[config.mk]
export PLATFORM = sky130hd
export DESIGN_NAME = codec_top
export DESIGN_NICKNAME = d
export VERILOG_FILES = /design/src/common/codec_pkg.sv /design/src/source/codec_top.sv /design/src/source/link_regs.sv /design/src/source/dec_8b10b.sv /design/src/source/enc_8b10b.sv
export SDC_FILE = /design/constraint.sdc
export NUM_CORES = 1
export LEC_CHECK = 0
export BUFFER_PORTS_ARGS = -buffer_cell sky130_fd_sc_hd__buf_2
export CORE_ASPECT_RATIO = 2
export CORE_MARGIN = 4
export CORE_UTILIZATION = 42
export CTS_CLUSTER_SIZE = 12
export DETAILED_ROUTE_END_ITERATION = 7
export GPL_ROUTABILITY_DRIVEN = 0
export HOLD_SLACK_MARGIN = 0.02
export SYNTH_ARGS = -nofsm -noshare
export SYNTH_HDL_FRONTEND = slang
export SYNTH_HIERARCHICAL = 1
export SYNTH_SLANG_ARGS = --single-unit
[constraint.sdc]
create_clock -name clk -period 25.5 [get_ports clk]
set_input_delay 7.65 -clock clk [delete_from_list [all_inputs] [get_ports clk]]
set_output_delay 7.65 -clock clk [all_outputs]
set_load 0.01 [all_outputs]
[src/common/codec_pkg.sv]
// 8b/10b codec shared definitions
package codec_pkg;

    // Widths that carry a meaning on the link and on the register bus
    typedef logic [7:0] byte_t;
    // Line symbol abcdei fghj, bit a sits at bit 9 and bit j at bit 0
    typedef logic [9:0] symbol_t;
    typedef logic [7:0] apb_addr_t;
    typedef logic [31:0] apb_data_t;

    // ====================
    // Register map
    // ====================
    localparam apb_addr_t CTRL_ADDR        = 8'h00;
    localparam apb_addr_t STATUS_ADDR      = 8'h04;
    localparam apb_addr_t DISPERR_CNT_ADDR = 8'h08;
    localparam apb_addr_t CODEERR_CNT_ADDR = 8'h0C;

    // ====================
    // Code tables
    // ====================
    // Comma character K28.5
    localparam byte_t K28_5 = 8'hBC;

    // 5b/6b codes abcdei as sent at negative running disparity, indexed by EDCBA
    localparam logic [5:0] CODE_6B [32] = '{
        6'b100111, 6'b011101, 6'b101101, 6'b110001, 6'b110101, 6'b101001, 6'b011001, 6'b111000,
        6'b111001, 6'b100101, 6'b010101, 6'b110100, 6'b001101, 6'b101100, 6'b011100, 6'b010111,
        6'b011011, 6'b100011, 6'b010011, 6'b110010, 6'b001011, 6'b101010, 6'b011010, 6'b111010,
        6'b110011, 6'b100110, 6'b010110, 6'b110110, 6'b001110, 6'b101110, 6'b011110, 6'b101011
    };
    // K28 uses its own 6b block, which contains the comma run
    localparam logic [5:0] K28_6B = 6'b001111;

    // 3b/4b codes fghj at negative running disparity, indexed by HGF
    localparam logic [3:0] CODE_4B [8] = '{
        4'b1011, 4'b1001, 4'b0101, 4'b1100, 4'b1101, 4'b1010, 4'b0110, 4'b1110
    };
    // Alternate form of x.7
    localparam logic [3:0] CODE_4B_A7 = 4'b0111;

    // D.x.7 takes the alternate form where the primary one would make a run of five
    function automatic logic use_alt7(logic [4:0] x, logic rd);
        return rd ? (x == 5'd11 || x == 5'd13 || x == 5'd14)
                  : (x == 5'd17 || x == 5'd18 || x == 5'd20);
    endfunction

endpackage
[src/source/codec_top.sv]
// 8b/10b codec top level
module codec_top #(
    parameter int ERR_CNT_W = 16
) (
    input  logic                 clk,
    input  logic                 reset,
    // APB slave
    input  logic                 psel,
    input  logic                 penable,
    input  logic                 pwrite,
    input  codec_pkg::apb_addr_t paddr,
    input  codec_pkg::apb_data_t pwdata,
    output codec_pkg::apb_data_t prdata,
    output logic                 pready,
    output logic                 pslverr,
    // Transmit path
    input  codec_pkg::byte_t     tx_data,
    input  logic                 tx_k,
    input  logic                 tx_valid,
    output codec_pkg::symbol_t   tx_symbol,
    output logic                 tx_symbol_valid,
    // Receive path
    input  codec_pkg::symbol_t   rx_symbol,
    input  logic                 rx_valid,
    output codec_pkg::byte_t     rx_data,
    output logic                 rx_k,
    output logic                 rx_disperr,
    output logic                 rx_notintable,
    output logic                 rx_data_valid
);

    logic enc_enable;
    logic dec_enable;
    logic enc_disp;
    logic dec_disp;
    logic disperr_event;
    logic codeerr_event;

    // Registers steer both directions and count decoder errors
    link_regs #(
        .ERR_CNT_W(ERR_CNT_W)
    ) u_regs (
        .clk          (clk),
        .reset        (reset),
        .psel         (psel),
        .penable      (penable),
        .pwrite       (pwrite),
        .paddr        (paddr),
        .pwdata       (pwdata),
        .prdata       (prdata),
        .pready       (pready),
        .pslverr      (pslverr),
        .enc_disp     (enc_disp),
        .dec_disp     (dec_disp),
        .disperr_event(disperr_event),
        .codeerr_event(codeerr_event),
        .enc_enable   (enc_enable),
        .dec_enable   (dec_enable)
    );

    enc_8b10b u_enc (
        .clk         (clk),
        .reset       (reset),
        .enable      (enc_enable),
        .data        (tx_data),
        .k           (tx_k),
        .valid       (tx_valid),
        .symbol      (tx_symbol),
        .symbol_valid(tx_symbol_valid),
        .disp        (enc_disp)
    );

    dec_8b10b u_dec (
        .clk          (clk),
        .reset        (reset),
        .enable       (dec_enable),
        .symbol       (rx_symbol),
        .valid        (rx_valid),
        .data         (rx_data),
        .k            (rx_k),
        .disperr      (rx_disperr),
        .notintable   (rx_notintable),
        .data_valid   (rx_data_valid),
        .disp         (dec_disp),
        .disperr_event(disperr_event),
        .codeerr_event(codeerr_event)
    );

endmodule

[src/source/link_regs.sv]
// APB control and status registers
module link_regs #(
    parameter int ERR_CNT_W = 16
) (
    input  logic                 clk,
    input  logic                 reset,
    input  logic                 psel,
    input  logic                 penable,
    input  logic                 pwrite,
    input  codec_pkg::apb_addr_t paddr,
    input  codec_pkg::apb_data_t pwdata,
    output codec_pkg::apb_data_t prdata,
    output logic                 pready,
    output logic                 pslverr,
    input  logic                 enc_disp,
    input  logic                 dec_disp,
    input  logic                 disperr_event,
    input  logic                 codeerr_event,
    output logic                 enc_enable,
    output logic                 dec_enable
);

    logic                 access;
    logic                 wr;
    logic                 sel_ctrl;
    logic                 sel_status;
    logic                 sel_derr;
    logic                 sel_cerr;
    logic [1:0]           ctrl;
    // Index 0 counts disparity errors and index 1 code errors
    logic [1:0]           events;
    logic [1:0]           clear;
    logic [ERR_CNT_W-1:0] err_cnt [2];

    // ====================
    // Access decode
    // ====================
    // Transfers complete in the access phase since there are no wait states
    assign access = psel && penable;
    assign wr = access && pwrite;
    assign pready = 1'b1;

    assign sel_ctrl = paddr == codec_pkg::CTRL_ADDR;
    assign sel_status = paddr == codec_pkg::STATUS_ADDR;
    assign sel_derr = paddr == codec_pkg::DISPERR_CNT_ADDR;
    assign sel_cerr = paddr == codec_pkg::CODEERR_CNT_ADDR;

    // Unmapped addresses and writes to the read-only status fail
    assign pslverr = access && (!(sel_ctrl || sel_status || sel_derr || sel_cerr)
        || (pwrite && sel_status));

    // Both directions run after reset
    always_ff @(posedge clk) begin
        if (reset) begin
            ctrl <= 2'b11;
        end else if (wr && sel_ctrl) begin
            ctrl <= pwdata[1:0];
        end
    end

    assign enc_enable = ctrl[0];
    assign dec_enable = ctrl[1];

    // ====================
    // Error counters
    // ====================
    assign events = {codeerr_event, disperr_event};
    assign clear = {wr && sel_cerr, wr && sel_derr};

    // A write wins over an event in the same cycle, and a full counter holds
    always_ff @(posedge clk) begin
        for (int i = 0; i < 2; i++) begin
            if (reset || clear[i]) begin
                err_cnt[i] <= '0;
            end else if (events[i] && err_cnt[i] != '1) begin
                err_cnt[i] <= err_cnt[i] + 1'b1;
            end
        end
    end

    // Read data, with the counters zero-extended
    always_comb begin
        case (paddr)
            codec_pkg::CTRL_ADDR:        prdata = codec_pkg::apb_data_t'(ctrl);
            codec_pkg::STATUS_ADDR:      prdata = codec_pkg::apb_data_t'({dec_disp, enc_disp});
            codec_pkg::DISPERR_CNT_ADDR: prdata = codec_pkg::apb_data_t'(err_cnt[0]);
            codec_pkg::CODEERR_CNT_ADDR: prdata = codec_pkg::apb_data_t'(err_cnt[1]);
            default:                     prdata = '0;
        endcase
    end

    // The access phase always follows a select
    assert property (@(posedge clk) disable iff (reset)
        penable |-> psel);

endmodule

[src/source/dec_8b10b.sv]
// 8b/10b decoder
module dec_8b10b (
    input  logic               clk,
    input  logic               reset,
    input  logic               enable,
    input  codec_pkg::symbol_t symbol,
    input  logic               valid,
    output codec_pkg::byte_t   data,
    output logic               k,
    output logic               disperr,
    output logic               notintable,
    output logic               data_valid,
    output logic               disp,
    output logic               disperr_event,
    output logic               codeerr_event
);

    logic [5:0] s6;
    logic [3:0] s4;
    // The 4b block with K28 at positive disparity turned back to data form
    logic [3:0] s4_d;
    logic       accept;
    logic       k28;
    logic       hit6;
    logic       hit4;
    logic [4:0] x;
    logic [2:0] y;
    logic       alt;
    logic       k_dec;
    logic       neg6;
    logic       pos6;
    logic       neg4;
    logic       pos4;
    logic       disp_mid;
    logic       disp_end;
    logic       bad_code;
    logic       bad_disp;

    assign s6 = symbol[9:4];
    assign s4 = symbol[3:0];
    assign accept = valid && enable;

    // ====================
    // Inverse tables
    // ====================
    always_comb begin
        k28 = (s6 == codec_pkg::K28_6B) || (s6 == ~codec_pkg::K28_6B);
        hit6 = k28;
        x = 5'd28;
        // Inverted forms count only where the encoder inverts
        for (int i = 0; i < 32; i++) begin
            if (s6 == codec_pkg::CODE_6B[i] || (s6 == ~codec_pkg::CODE_6B[i]
                    && ($countones(codec_pkg::CODE_6B[i]) != 3 || i == 7))) begin
                hit6 = 1'b1;
                x = 5'(i);
            end
        end

        s4_d = (s6 == ~codec_pkg::K28_6B) ? ~s4 : s4;
        hit4 = 1'b0;
        y = 3'd0;
        alt = 1'b0;
        for (int j = 0; j < 8; j++) begin
            if (s4_d == codec_pkg::CODE_4B[j] || (s4_d == ~codec_pkg::CODE_4B[j]
                    && ($countones(codec_pkg::CODE_4B[j]) != 2 || j == 3))) begin
                hit4 = 1'b1;
                y = 3'(j);
            end
        end
        if (s4_d == codec_pkg::CODE_4B_A7 || s4_d == ~codec_pkg::CODE_4B_A7) begin
            hit4 = 1'b1;
            y = 3'd7;
            alt = 1'b1;
        end

        // Alternate x.7 on these four is the only way to reach K23/27/29/30.7
        k_dec = k28 || (alt && (x == 5'd23 || x == 5'd27 || x == 5'd29 || x == 5'd30));

        // ====================
        // Disparity rules
        // ====================
        // Heavy blocks and the restricted neutral codes need negative disparity on entry
        neg6 = $countones(s6) == 4 || s6 == codec_pkg::CODE_6B[7];
        pos6 = $countones(s6) == 2 || s6 == ~codec_pkg::CODE_6B[7];
        neg4 = $countones(s4) == 3 || s4 == codec_pkg::CODE_4B[3];
        pos4 = $countones(s4) == 1 || s4 == ~codec_pkg::CODE_4B[3];
        // A restricted block fixes the disparity it leaves behind
        disp_mid = (neg6 || pos6) ? ($countones(s6) == 4 || s6 == ~codec_pkg::CODE_6B[7]) : disp;
        disp_end = (neg4 || pos4) ? ($countones(s4) == 3 || s4 == ~codec_pkg::CODE_4B[3])
                                  : disp_mid;

        // Two restricted blocks that disagree can never occur in any disparity
        bad_code = !hit6 || !hit4
            || ((neg6 || pos6) && ((neg4 && disp_mid) || (pos4 && !disp_mid)))
            || (y == 3'd7 && !k_dec && alt != codec_pkg::use_alt7(x, disp_mid))
            || (k28 && y == 3'd7 && !alt);
        bad_disp = (neg6 && disp) || (pos6 && !disp)
            || (!(neg6 || pos6) && ((neg4 && disp_mid) || (pos4 && !disp_mid)));
    end

    // ====================
    // Output registers
    // ====================
    always_ff @(posedge clk) begin
        if (reset) begin
            data_valid <= 1'b0;
            disperr <= 1'b0;
            notintable <= 1'b0;
            disp <= 1'b0;
        end else begin
            data_valid <= accept;
            if (accept) begin
                notintable <= bad_code;
                disperr <= bad_disp && !bad_code;
                // A valid symbol resynchronizes the disparity, an unknown one is ignored
                if (!bad_code) begin
                    disp <= disp_end;
                end
            end
        end
    end

    always_ff @(posedge clk) begin
        if (accept) begin
            data <= {y, x};
            k <= k_dec;
        end
    end

    // Error pulses for the counters, one per decoded symbol
    assign disperr_event = data_valid && disperr;
    assign codeerr_event = data_valid && notintable;

    // A symbol is either outside the table or checked for disparity, never both
    assert property (@(posedge clk) disable iff (reset)
        !(disperr && notintable));

endmodule

[src/source/enc_8b10b.sv]
// 8b/10b encoder
module enc_8b10b (
    input  logic               clk,
    input  logic               reset,
    input  logic               enable,
    input  codec_pkg::byte_t   data,
    input  logic               k,
    input  logic               valid,
    output codec_pkg::symbol_t symbol,
    output logic               symbol_valid,
    output logic               disp
);

    // Byte split into EDCBA and HGF
    logic [4:0] x;
    logic [2:0] y;
    logic       accept;
    logic       k28;
    logic [5:0] c6;
    logic [5:0] s6;
    logic       disp_mid;
    logic       use_a7;
    logic       flip4;
    logic [3:0] c4;
    logic [3:0] s4;
    logic       disp_next;

    assign x = data[4:0];
    assign y = data[7:5];
    assign accept = valid && enable;
    assign k28 = k && (x == codec_pkg::K28_5[4:0]);

    // ====================
    // Sub-block coding
    // ====================
    always_comb begin
        c6 = k28 ? codec_pkg::K28_6B : codec_pkg::CODE_6B[x];
        // Unbalanced codes and D.7 are sent inverted at positive disparity
        s6 = (disp && ($countones(c6) != 3 || c6 == codec_pkg::CODE_6B[7])) ? ~c6 : c6;
        // Only an unbalanced 6b block moves the disparity
        disp_mid = ($countones(c6) != 3) ? !disp : disp;

        // Every control character ending in x.7 uses the alternate form
        use_a7 = (y == 3'd7) && (k || codec_pkg::use_alt7(x, disp_mid));
        c4 = use_a7 ? codec_pkg::CODE_4B_A7 : codec_pkg::CODE_4B[y];

        // The 4b block follows the disparity left by the 6b block
        flip4 = disp_mid && ($countones(c4) != 2 || c4 == codec_pkg::CODE_4B[3]);
        // K28 at positive disparity is the complement of its negative form,
        // so its balanced 4b codes are inverted as well
        if (k28 && disp && $countones(c4) == 2 && c4 != codec_pkg::CODE_4B[3]) begin
            flip4 = 1'b1;
        end
        s4 = flip4 ? ~c4 : c4;
        disp_next = ($countones(c4) != 2) ? !disp_mid : disp_mid;
    end

    // ====================
    // Output registers
    // ====================
    always_ff @(posedge clk) begin
        if (reset) begin
            symbol_valid <= 1'b0;
            disp <= 1'b0;
        end else begin
            symbol_valid <= accept;
            // Disparity moves only on accepted bytes
            if (accept) begin
                disp <= disp_next;
            end
        end
    end

    always_ff @(posedge clk) begin
        if (accept) begin
            symbol <= {s6, s4};
        end
    end

    // A coded symbol never strays more than one step from balance
    assert property (@(posedge clk) disable iff (reset)
        symbol_valid |-> $countones(symbol) inside {4, 5, 6});

    // Only K28.y, K23.7, K27.7, K29.7 and K30.7 exist as control characters
    assert property (@(posedge clk) disable iff (reset)
        valid && k |-> k28 || data inside {8'hF7, 8'hFB, 8'hFD, 8'hFE});

endmodule

* After elaboration in Yosys (flattened, before gate mapping)
Memories as Yosys holds them, arrays and structs flattened.
Index checks and enable logic that the tools add are counted.
** Operators by class
- $add $sub $neg :: 18
- Order comparisons :: 2
- Eq/ne operators :: 99
- Multiplexer cells :: 111
- Bitwise gates (word level) :: 8
- Reductions and logical operators :: 101
** Operators with widths (number)
- $add A32 B32 Y32 :: 6
- $mux W5 :: 32
- $eq A6 B6 Y1 const B :: 25
- $eq A32 B3 Y1 const B :: 3
- $eq A6 B5 Y1 const B :: 14
- $ne A32 B3 Y1 const B :: 2
- $pmux W16 S4 :: 1
- $mux W1 :: 60
- $logic_or A1 B1 Y1 :: 56
- $eq A5 B5 Y1 const B :: 11
- $eq A6 B4 Y1 const B :: 7
- $eq A4 B4 Y1 const B :: 9
- $add A16 B1 Y16 const B :: 2
- $eq A32 B2 Y1 const B :: 1
- $eq A32 B4 Y1 const B :: 1
- $logic_and A1 B1 Y1 :: 32
- $mux W16 :: 2
- $ne A16 B16 Y1 const B :: 2
- $eq A5 B4 Y1 const B :: 6
- $mux W6 :: 4
- $add A1 B1 Y2 :: 10
- $mux W4 :: 5
- $eq A6 B3 Y1 const B :: 3
- $eq A4 B3 Y1 const B :: 4
- 20 further kinds :: 41
** Word-level totals
- Register bits :: 27
- Bits in writable memories :: 32
- ROM bits :: 224
- Output and inout bits :: 57
- Memories :: 3
** Memory list
- (name not given) :: depth 32, bits a word 6, read ports 1, clocked after Yosys merged registers in 0, write ports 0, RTL line enc_8b10b.sv:37 : c6 = k28 ? codec_pkg::K28_6B : codec_pkg::CODE_6B[x];
- (name not given) :: depth 8, bits a word 4, read ports 1, clocked after Yosys merged registers in 0, write ports 0, RTL line enc_8b10b.sv:45 : c4 = use_a7 ? codec_pkg::CODE_4B_A7 : codec_pkg::CODE_4B[y];
- u_regs.err_cnt :: depth 2, bits a word 16, read ports 2, clocked after Yosys merged registers in 0, write ports 2, RTL line link_regs.sv:33 : logic [ERR_CNT_W-1:0] err_cnt [2];

* Logic depth before layout (Yosys ltp)
Gate-level depths: netlist of the first run.
- Depth after elaboration :: 47
- Depth in mapped cells :: 27

* Modules after synthesis
Netlist of the first run, hierarchy kept.
** Modules (own cells, without submodules)
- link_regs :: times used 1, cells each 219, area an instance 2212.1 µm², seq. area each 1001.0 µm²
- dec_8b10b :: times used 1, cells each 268, area an instance 2205.9 µm², seq. area each 350.3 µm²
- enc_8b10b :: times used 1, cells each 143, area an instance 1402.6 µm², seq. area each 340.3 µm²

* Worst setup path before layout of the first run
No wires, ideal clock.
- Kind :: input to output
- From :: in paddr[5]
- To :: out prdata[10]
- Arrival :: 8.854 ns
- Data required time :: 17.850 ns
- Slack :: 8.996 ns
- Cell stages on the path :: 5
- Buffers on the path :: 2
- Path through :: nor4_2 > and3_1 > clkbuf_1 > buf_2 > a22o_1
** On the way
- Longest elaborated chain between the ends :: 2
- Elaborated cells on any way between the ends :: 5
- Those cells by class :: 3 x eq/ne; 1 x mux; 1 x reduce/logical
** Ends and longest elaborated chain
- start, declared :: RTL line codec_top.sv:11 : input codec_pkg::apb_addr_t paddr,
- $eq A8 B4 Y1 (tied with other cells) :: RTL line link_regs.sv:83 : case (paddr)
- $pmux W16 S4 (*) :: RTL line link_regs.sv:83
- end, declared :: RTL line codec_top.sv:13 : output codec_pkg::apb_data_t prdata,
Every way passes the cells marked *; elsewhere a longest branch is shown, timed or not.

* Worst setup path after layout of the first run
- From :: in paddr[5]
- To :: out prdata[5]
Same word-level chain as after synthesis.

==> impl_metrics.csv, run 1 <==
group,metric,value,unit
clock_network,clock-root-buffer,"clkbuf_16",
routing,wire_per_inst,18.0,um
grt,grt_pass1_wl,24.4,mm
die,die_w,91.2,um
die,die_h,174,um
sta,worstMarginPinSlew,1.11,ns
synthesis,synth_cells,630,
sta,hold_viol_final,0,
finish,final_cell_mix,"buf_2, nor2_1, edfxtp_1, nand2_1, inv_1",
sta,max_slew_margin,0.259,
routing,ant_nets,0,
power,ir_worst_vdd,30.0,uV
worst_hold_path,hp-class,"flop to flop",
clock_network,cts-buffers-inserted,9,
synthesis,ys.flop_type,"edfxtp_1",
clock_network,ctsResizeCount,0,
finish,areaGrowthSynthToFinish,11.1,%
grt,grtUsageTotal,0.189,
place,hpwlAfterDp,11.9,mm
routing,via_per_inst,5.85,
sta,finalCritPeriodShare,0.670,
run_status,outcome,"completed",
finish,layout-drive-gt1-share,0.197,
worst_setup_path,worstPathArrival,9.43,ns
grt,grt_pass1_vias,5059,
die,die_area,15900,um^2
grt,grt_max_degree,31,
place,port_buffers,75,
clock_network,clkTransAtPathRegs,0.05,ns
finish,layout_commonest_cell,"buf_2",
power,power_density,63.6,nW/um^2
die,num_rows,60,
clock_network,postCtsSetupBuffers,0,
worst_setup_path,endpoint_kind,"output pin",
worst_setup_path,crit_path_max_fanout,14,
sta,drv_slew,0,
routing,drt-total-wl,15.2,mm
die,coreArea,13500,um^2
clock_network,hold_buffers,0,
worst_setup_path,start_kind,"input pin",
sta,rsz0062_at_grt,"no",
finish,final_area,6460,um^2
synthesis,ys_ff_latch,59,
power,p_leak,2.55,nW
synthesis,yosysUniqueCellTypes,99,
worst_setup_path,critical_path_class,"input pin to output pin",
sta,min_period,17.08,ns
routing,drt-pass1-iter-count,5,
clock_network,clock_latency,0.33,ns
sta,fin_worst_skew,0.00583,ns
die,start_util,0.431,
finish,antenna_cells_inserted,0,
grt,antenna_found_initial,0,
worst_setup_path,cp_slowest_stage_delay,0.63,ns
synthesis,yosys_warnings,6,
synthesis,yosysSeqAreaShare,0.291,
sta,setup_violations,0,
clock_network,tritoncts,"yes",
grt,grt.overflow.total,0,
finish,nNetsFinal,785,
clock_network,cts.sinks,59,
sta,fmax,0.0586,GHz
routing,drtIter0Drc,202,
worst_setup_path,crit_top_cell,"buf_2",
sta,setup-tns-final,0,ns
worst_setup_path,cp.required,17.85,ns
synthesis,synth_area,5820,um^2
clock_network,cts_buffer_depth,2,
synthesis,synth_edf_count,51,
worst_setup_path,crit_chain,"buf_2 > nor4_2 > nand2_1 > nor2_1 > a22o_2 > buf_2",
routing,vias,4940,
worst_setup_path,cp_slowest_cell,"nor2_1",
place,placed_area,6100,um^2
job,drv_cap,0,
synthesis,synthArstFlopShare,0,
die,ios,123,
finish,nFillCells,1301,
synthesis,syn_avg_cell_area,9.24,um^2
routing,drc,0,
clock_network,h-tree-depth,3,
path summary, 6_finish.rpt:
path                            cells after the start     startpoint              end  slack (ns)
worst min-delay path                                2  u_dec/disperr    u_dec/disperr        0.53
worst max register to register                     13     u_enc/disp  u_enc/symbol[3]       21.46
worst max-delay path                                6       paddr[5]        prdata[5]        8.42
worst min register to register                      2  u_dec/disperr    u_dec/disperr        0.53
state kept, by name, indices dropped and copies added, names as in the netlist:
| register | flops |
|---|---|
| u_dec/notintable | 1 |
| u_enc/symbol_valid | 1 |
| u_dec/data | 8 |
| u_regs/err_cnt | 32 |
| u_dec/disperr | 1 |
| u_dec/k | 1 |
| u_dec/data_valid | 1 |
| u_dec/disp | 1 |
| u_enc/disp | 1 |
| u_regs/ctrl | 2 |
| u_enc/symbol | 10 |
report_power, final:
part           total, mW  internal, mW  switching (mW)
registers          0.132         0.122         0.00940
clock network      0.148         0.105          0.0429
logic              0.131        0.0566          0.0748
total              0.411         0.284           0.127
synthesized netlist by cell type (12+ instances only):
master / instances / area [um^2]
a22o_1: 14 / 123
inv_1: 32 / 120
edfxtp_1: 51 / 1530
buf_2: 12 / 60.1
nand2b_1: 12 / 75.1
a21oi_1: 19 / 95.1
buf_4: 19 / 143
nand2_1: 45 / 169
xor2_1: 15 / 131
nor2_1: 62 / 233
nand3_1: 25 / 125
ha_1: 28 / 350
xnor2_1: 26 / 228
mux2i_1: 12 / 120
stage by stage:
stage / setup WS (ns) / utilization / total power [mW] / hold slack (ns) / instances
final: 8.42 / 0.478 / 0.411 / 0.526 / 844
after global routing: 8.27 / 0.478 / 0.433 / 0.557 / 844
after CTS: 8.42 / 0.478 / 0.414 / 0.529 / 844
after detailed placement: 8.42 / 0.451 / 0.263 / 0.519 / 828
after global placement: 8.45 / 0.451 / 0.258 / 0.506 / 828
after floorplan: 9.00 / - / 0.231 / 0.456 / 645
cell type report:
type,count,area (um^2),area share
repair buffers,75,375,0.0581
flip-flops and latches,59,1690,0.262
well taps,155,194,0.0300
clock inverters,7,140,0.0217
clock buffers,9,225,0.0348
inverters,34,128,0.0197
multi-input cells,505,3710,0.574
worst max-delay path, delay by kind of cell:
kind	cells	cell delay (ns)
and+or+nand+nor	3	1.27
AOI/OAI and AO/OA	1	0.27
buffers and inverters	2	0.22
logic make-up after synthesis:
logic type | synth area share
other | 0.00129
AO/OA/AOI/OAI | 0.181
AND/OR/NAND/NOR | 0.253
XOR/XNOR | 0.0617
flip-flops | 0.291
multiplexers | 0.0458
buffers and inverters | 0.0815
adder cells (fa/ha/maj) | 0.0860
routing by layer:
metal	part of all wire	vias to the layer above	track usage	wire, um
met3	0.034	44	0.0230	517
met4	0.047	0	0.118	719
met2	0.57	146	0.371	8580
li1	-	2415	-	-
met1	0.35	2335	0.180	5350
met5	0	-	0	0
(Power assumes the default switching activity.)
==> run 2: changes to the inputs <==
--- a/config.mk
+++ b/config.mk
@@ -13,6 +13,7 @@
 export DETAILED_ROUTE_END_ITERATION = 7
 export GPL_ROUTABILITY_DRIVEN = 0
 export HOLD_SLACK_MARGIN = 0.02
+export PLACE_DENSITY = 0.66
 export SYNTH_ARGS = -nofsm -noshare
 export SYNTH_HDL_FRONTEND = slang
 export SYNTH_HIERARCHICAL = 1
==> constraint.sdc (replaced) <==
create_clock -name clk -period 15.3 [get_ports clk]
set_input_delay 4.59 -clock clk [delete_from_list [all_inputs] [get_ports clk]]
set_output_delay 4.59 -clock clk [all_outputs]
set_load 0.01 [all_outputs]
==> run 2 against run 1 <==
Via count rose by 3.2%. Power rose by 48%. Final cell count unchanged. Critical path depth increased by 21. Clock power up 19%. Die area stayed put. Sequential share of layout area grew 0.42 points. Setup slack lost 4.3 ns. Clock skew is essentially flat. Critical path type is now input pin to flop. Cell area fell by 1.6%. Non-clock buffer count unchanged. Clock-buffer cell count rose by 2.
==> impl_metrics.csv, run 2 (synthesized netlist as in run 1, its figures left out) <==
group,metric,value,unit
clock_network,cts-buffers-inserted,9,
finish,areaGrowthSynthToFinish,9.31,%
finish,area.sequential,1690,um^2
finish,antenna_cells_inserted,0,
die,die_h,174,um
worst_setup_path,crit_path_max_fanout,7,
clock_network,cts.sinks,59,
die,die_w,91.2,um
power,seq_power_share,0.362,
worst_setup_path,startpoint,"tx_data[0]",
finish,fin_util,0.471,
sta,finalCritPeriodShare,0.730,
die,ios,123,
grt,grtUsageTotal,0.182,
clock_network,clock-root-buffer,"clkbuf_16",
clock_network,clock_latency,0.33,ns
power,power_density,95.8,nW/um^2
routing,wire_per_inst,17.7,um
sta,fmax,0.0895,GHz
power,ir_worst_vdd,48.7,uV
sta,max_slew_margin,0.290,
worst_hold_path,whs_endpoint,"u_dec/notintable",
power,switching_share,0.333,
worst_hold_path,min_path_cells,2,
sta,setup-tns-final,0,ns
worst_setup_path,start_kind,"input pin",
grt,globalRoute.busiestLayer,"met2",
sta,drv_slew,0,
grt,use_met2,0.349,
power,p_total,0.610,mW
sta,rsz0062_at_grt,"no",
die,die_area,15900,um^2
finish,largest_reg_flops,32,
worst_setup_path,endpoint_kind,"flop",
grt,grt_max_degree,31,
routing,drt-pass1-iter-count,7,
place,port_buffers,75,
grt,grt_pass1_wl,23.7,mm
clock_network,tritoncts,"yes",
grt,antenna_found_initial,0,
die,start_util,0.431,
clock_network,hold_buffers,0,
routing,ant_nets,0,
routing,vias,5098,
place,hpwlAfterDp,11.7,mm
finish,multiInputGateArea,3710,um^2
clock_network,cts_buffer_depth,2,
sta,worstMarginPinSlew,1.06,ns
grt,grt.overflow.total,0,
die,num_rows,60,
clock_network,h-tree-depth,3,
sta,fin_worst_skew,0.00615,ns
finish,layout-drive-gt1-share,0.196,
finish,nFillCells,1301,
worst_setup_path,timing.rr.start,"u_enc/disp",
sta,setup_violations,0,
worst_setup_path,cp.required,15.36,ns
worst_setup_path,regToRegSetupSlack,11.36,ns
job,drv_cap,0,
finish,nNetsFinal,785,
worst_setup_path,critical_path_class,"input pin to flop",
routing,via_per_inst,6.04,
clock_network,postCtsSetupBuffers,0,
power,clock_power_share,0.289,
power,power_frac_comb,0.348,
grt,grt_pass1_vias,5086,
routing,drt-total-wl,15.0,mm
sta,min_period,11.17,ns
finish,final_cell_mix,"buf_2, nor2_1, edfxtp_1, nand2_1, inv_1",
worst_hold_path,min-delay-start,"u_dec/notintable",
finish,regMostFlops,"u_regs/err_cnt",
sta,hold_viol_final,0,
worst_setup_path,worstPathArrival,11.23,ns
clock_network,clkTransAtPathRegs,0.05,ns
power,p_leak,2.50,nW
run_status,outcome,"completed",
finish,layout_commonest_cell,"buf_2",
worst_setup_path,reg2reg_to,"u_enc/symbol[1]",
grt,grtUsageMet3,0.0299,
worst_hold_path,hp-class,"flop to flop",
power,switchingPower,0.203,mW
finish,reg_top3,"u_regs/err_cnt (32), u_enc/symbol (10), u_dec/data (8)",
routing,drtIter0Drc,422,
worst_setup_path,r2r_cells,13,
die,coreArea,13500,um^2
routing,drc,0,
grt,grt_util_met1,0.168,
power,p_int,0.407,mW
clock_network,ctsResizeCount,0,
-- run 2: changes by cell type in the layout (fill, tap and decap cells not counted) --
cell        previous run  this run
clkinv_1               1         0
clkinvlp_4             1         2
bufinv_16              4         0
clkbuf_1               0         2
clkinv_4               1         0
clkinv_2               0         3
-- run 2: worst max-delay path by stage --
| stage | end | slack, ns | depth (start not counted) |
|---|---|---|---|
| 6_report | u_enc/symbol[1] | 4.13 | 27 |
| 5_1_grt | u_enc/symbol[1] | 3.69 | 27 |
| 4_1_cts | u_enc/symbol[0] | 4.17 | 27 |
| 3_5_place_dp | u_enc/symbol[0] | 3.82 | 27 |
| 3_3_place_gp | u_enc/symbol[0] | 3.99 | 27 |
| 2_1_floorplan | u_enc/symbol[0] | 4.58 | 26 |
-- run 2: power by group through the flow --
stage / registers, mW / logic [mW] / clock network, mW
floorplan: 0.224 / 0.162 / 0
global placement: 0.224 / 0.202 / 0
detailed placement: 0.224 / 0.211 / 0
CTS: 0.221 / 0.212 / 0.181
global route: 0.222 / 0.233 / 0.189
finish: 0.221 / 0.212 / 0.176
-- run 2: critical path, stage by stage --
cell and delay, ns:
buf_2 0.15, inv_1 0.11, ha_1 0.26, mux2_2 0.28, mux4_2 0.46, nor2_1 0.28, fa_1 0.45, inv_1 0.07
ha_1 0.23, ha_1 0.19, inv_1 0.07, fa_1 0.43, nor4bb_1 0.36, a31oi_2 0.13, xor2_1 0.32, mux2i_1 0.33
nand2_1 0.16, nand2_1 0.12, fa_1 0.41, ha_1 0.20, ha_1 0.27, nor3b_4 0.31, or3b_1 0.38, o21a_1 0.12
o2bb2ai_2 0.22, a41oi_1 0.13, xnor2_1 0.20
-- run 2: metal layers --
metal | vias up | routed length (um)
li1 | 2417 | -
met1 | 2404 | 5260
met2 | 203 | 8050
met3 | 74 | 664
met4 | 0 | 985
met5 | - | 0
-- run 2: stage by stage --
stage | area [um^2] | worst slack [ns] | hold slack (ns) | instances
floorplan | 5880 | 4.58 | 0.456 | 645
finish | 6360 | 4.13 | 0.530 | 844
CTS | 6360 | 4.17 | 0.531 | 844
global route | 6360 | 3.69 | 0.540 | 844
global placement | 6100 | 3.99 | 0.504 | 828
detailed placement | 6100 | 3.82 | 0.523 | 828
-- run 2: final cells by class --
cell class | count | area share
Multi-Input combinational cell | 505 | 0.583
Sequential cell | 59 | 0.266
Timing Repair Buffer | 75 | 0.0590
Clock buffer | 11 | 0.0366
Tap cell | 155 | 0.0305
Inverter | 34 | 0.0201
Clock inverter | 5 | 0.00472
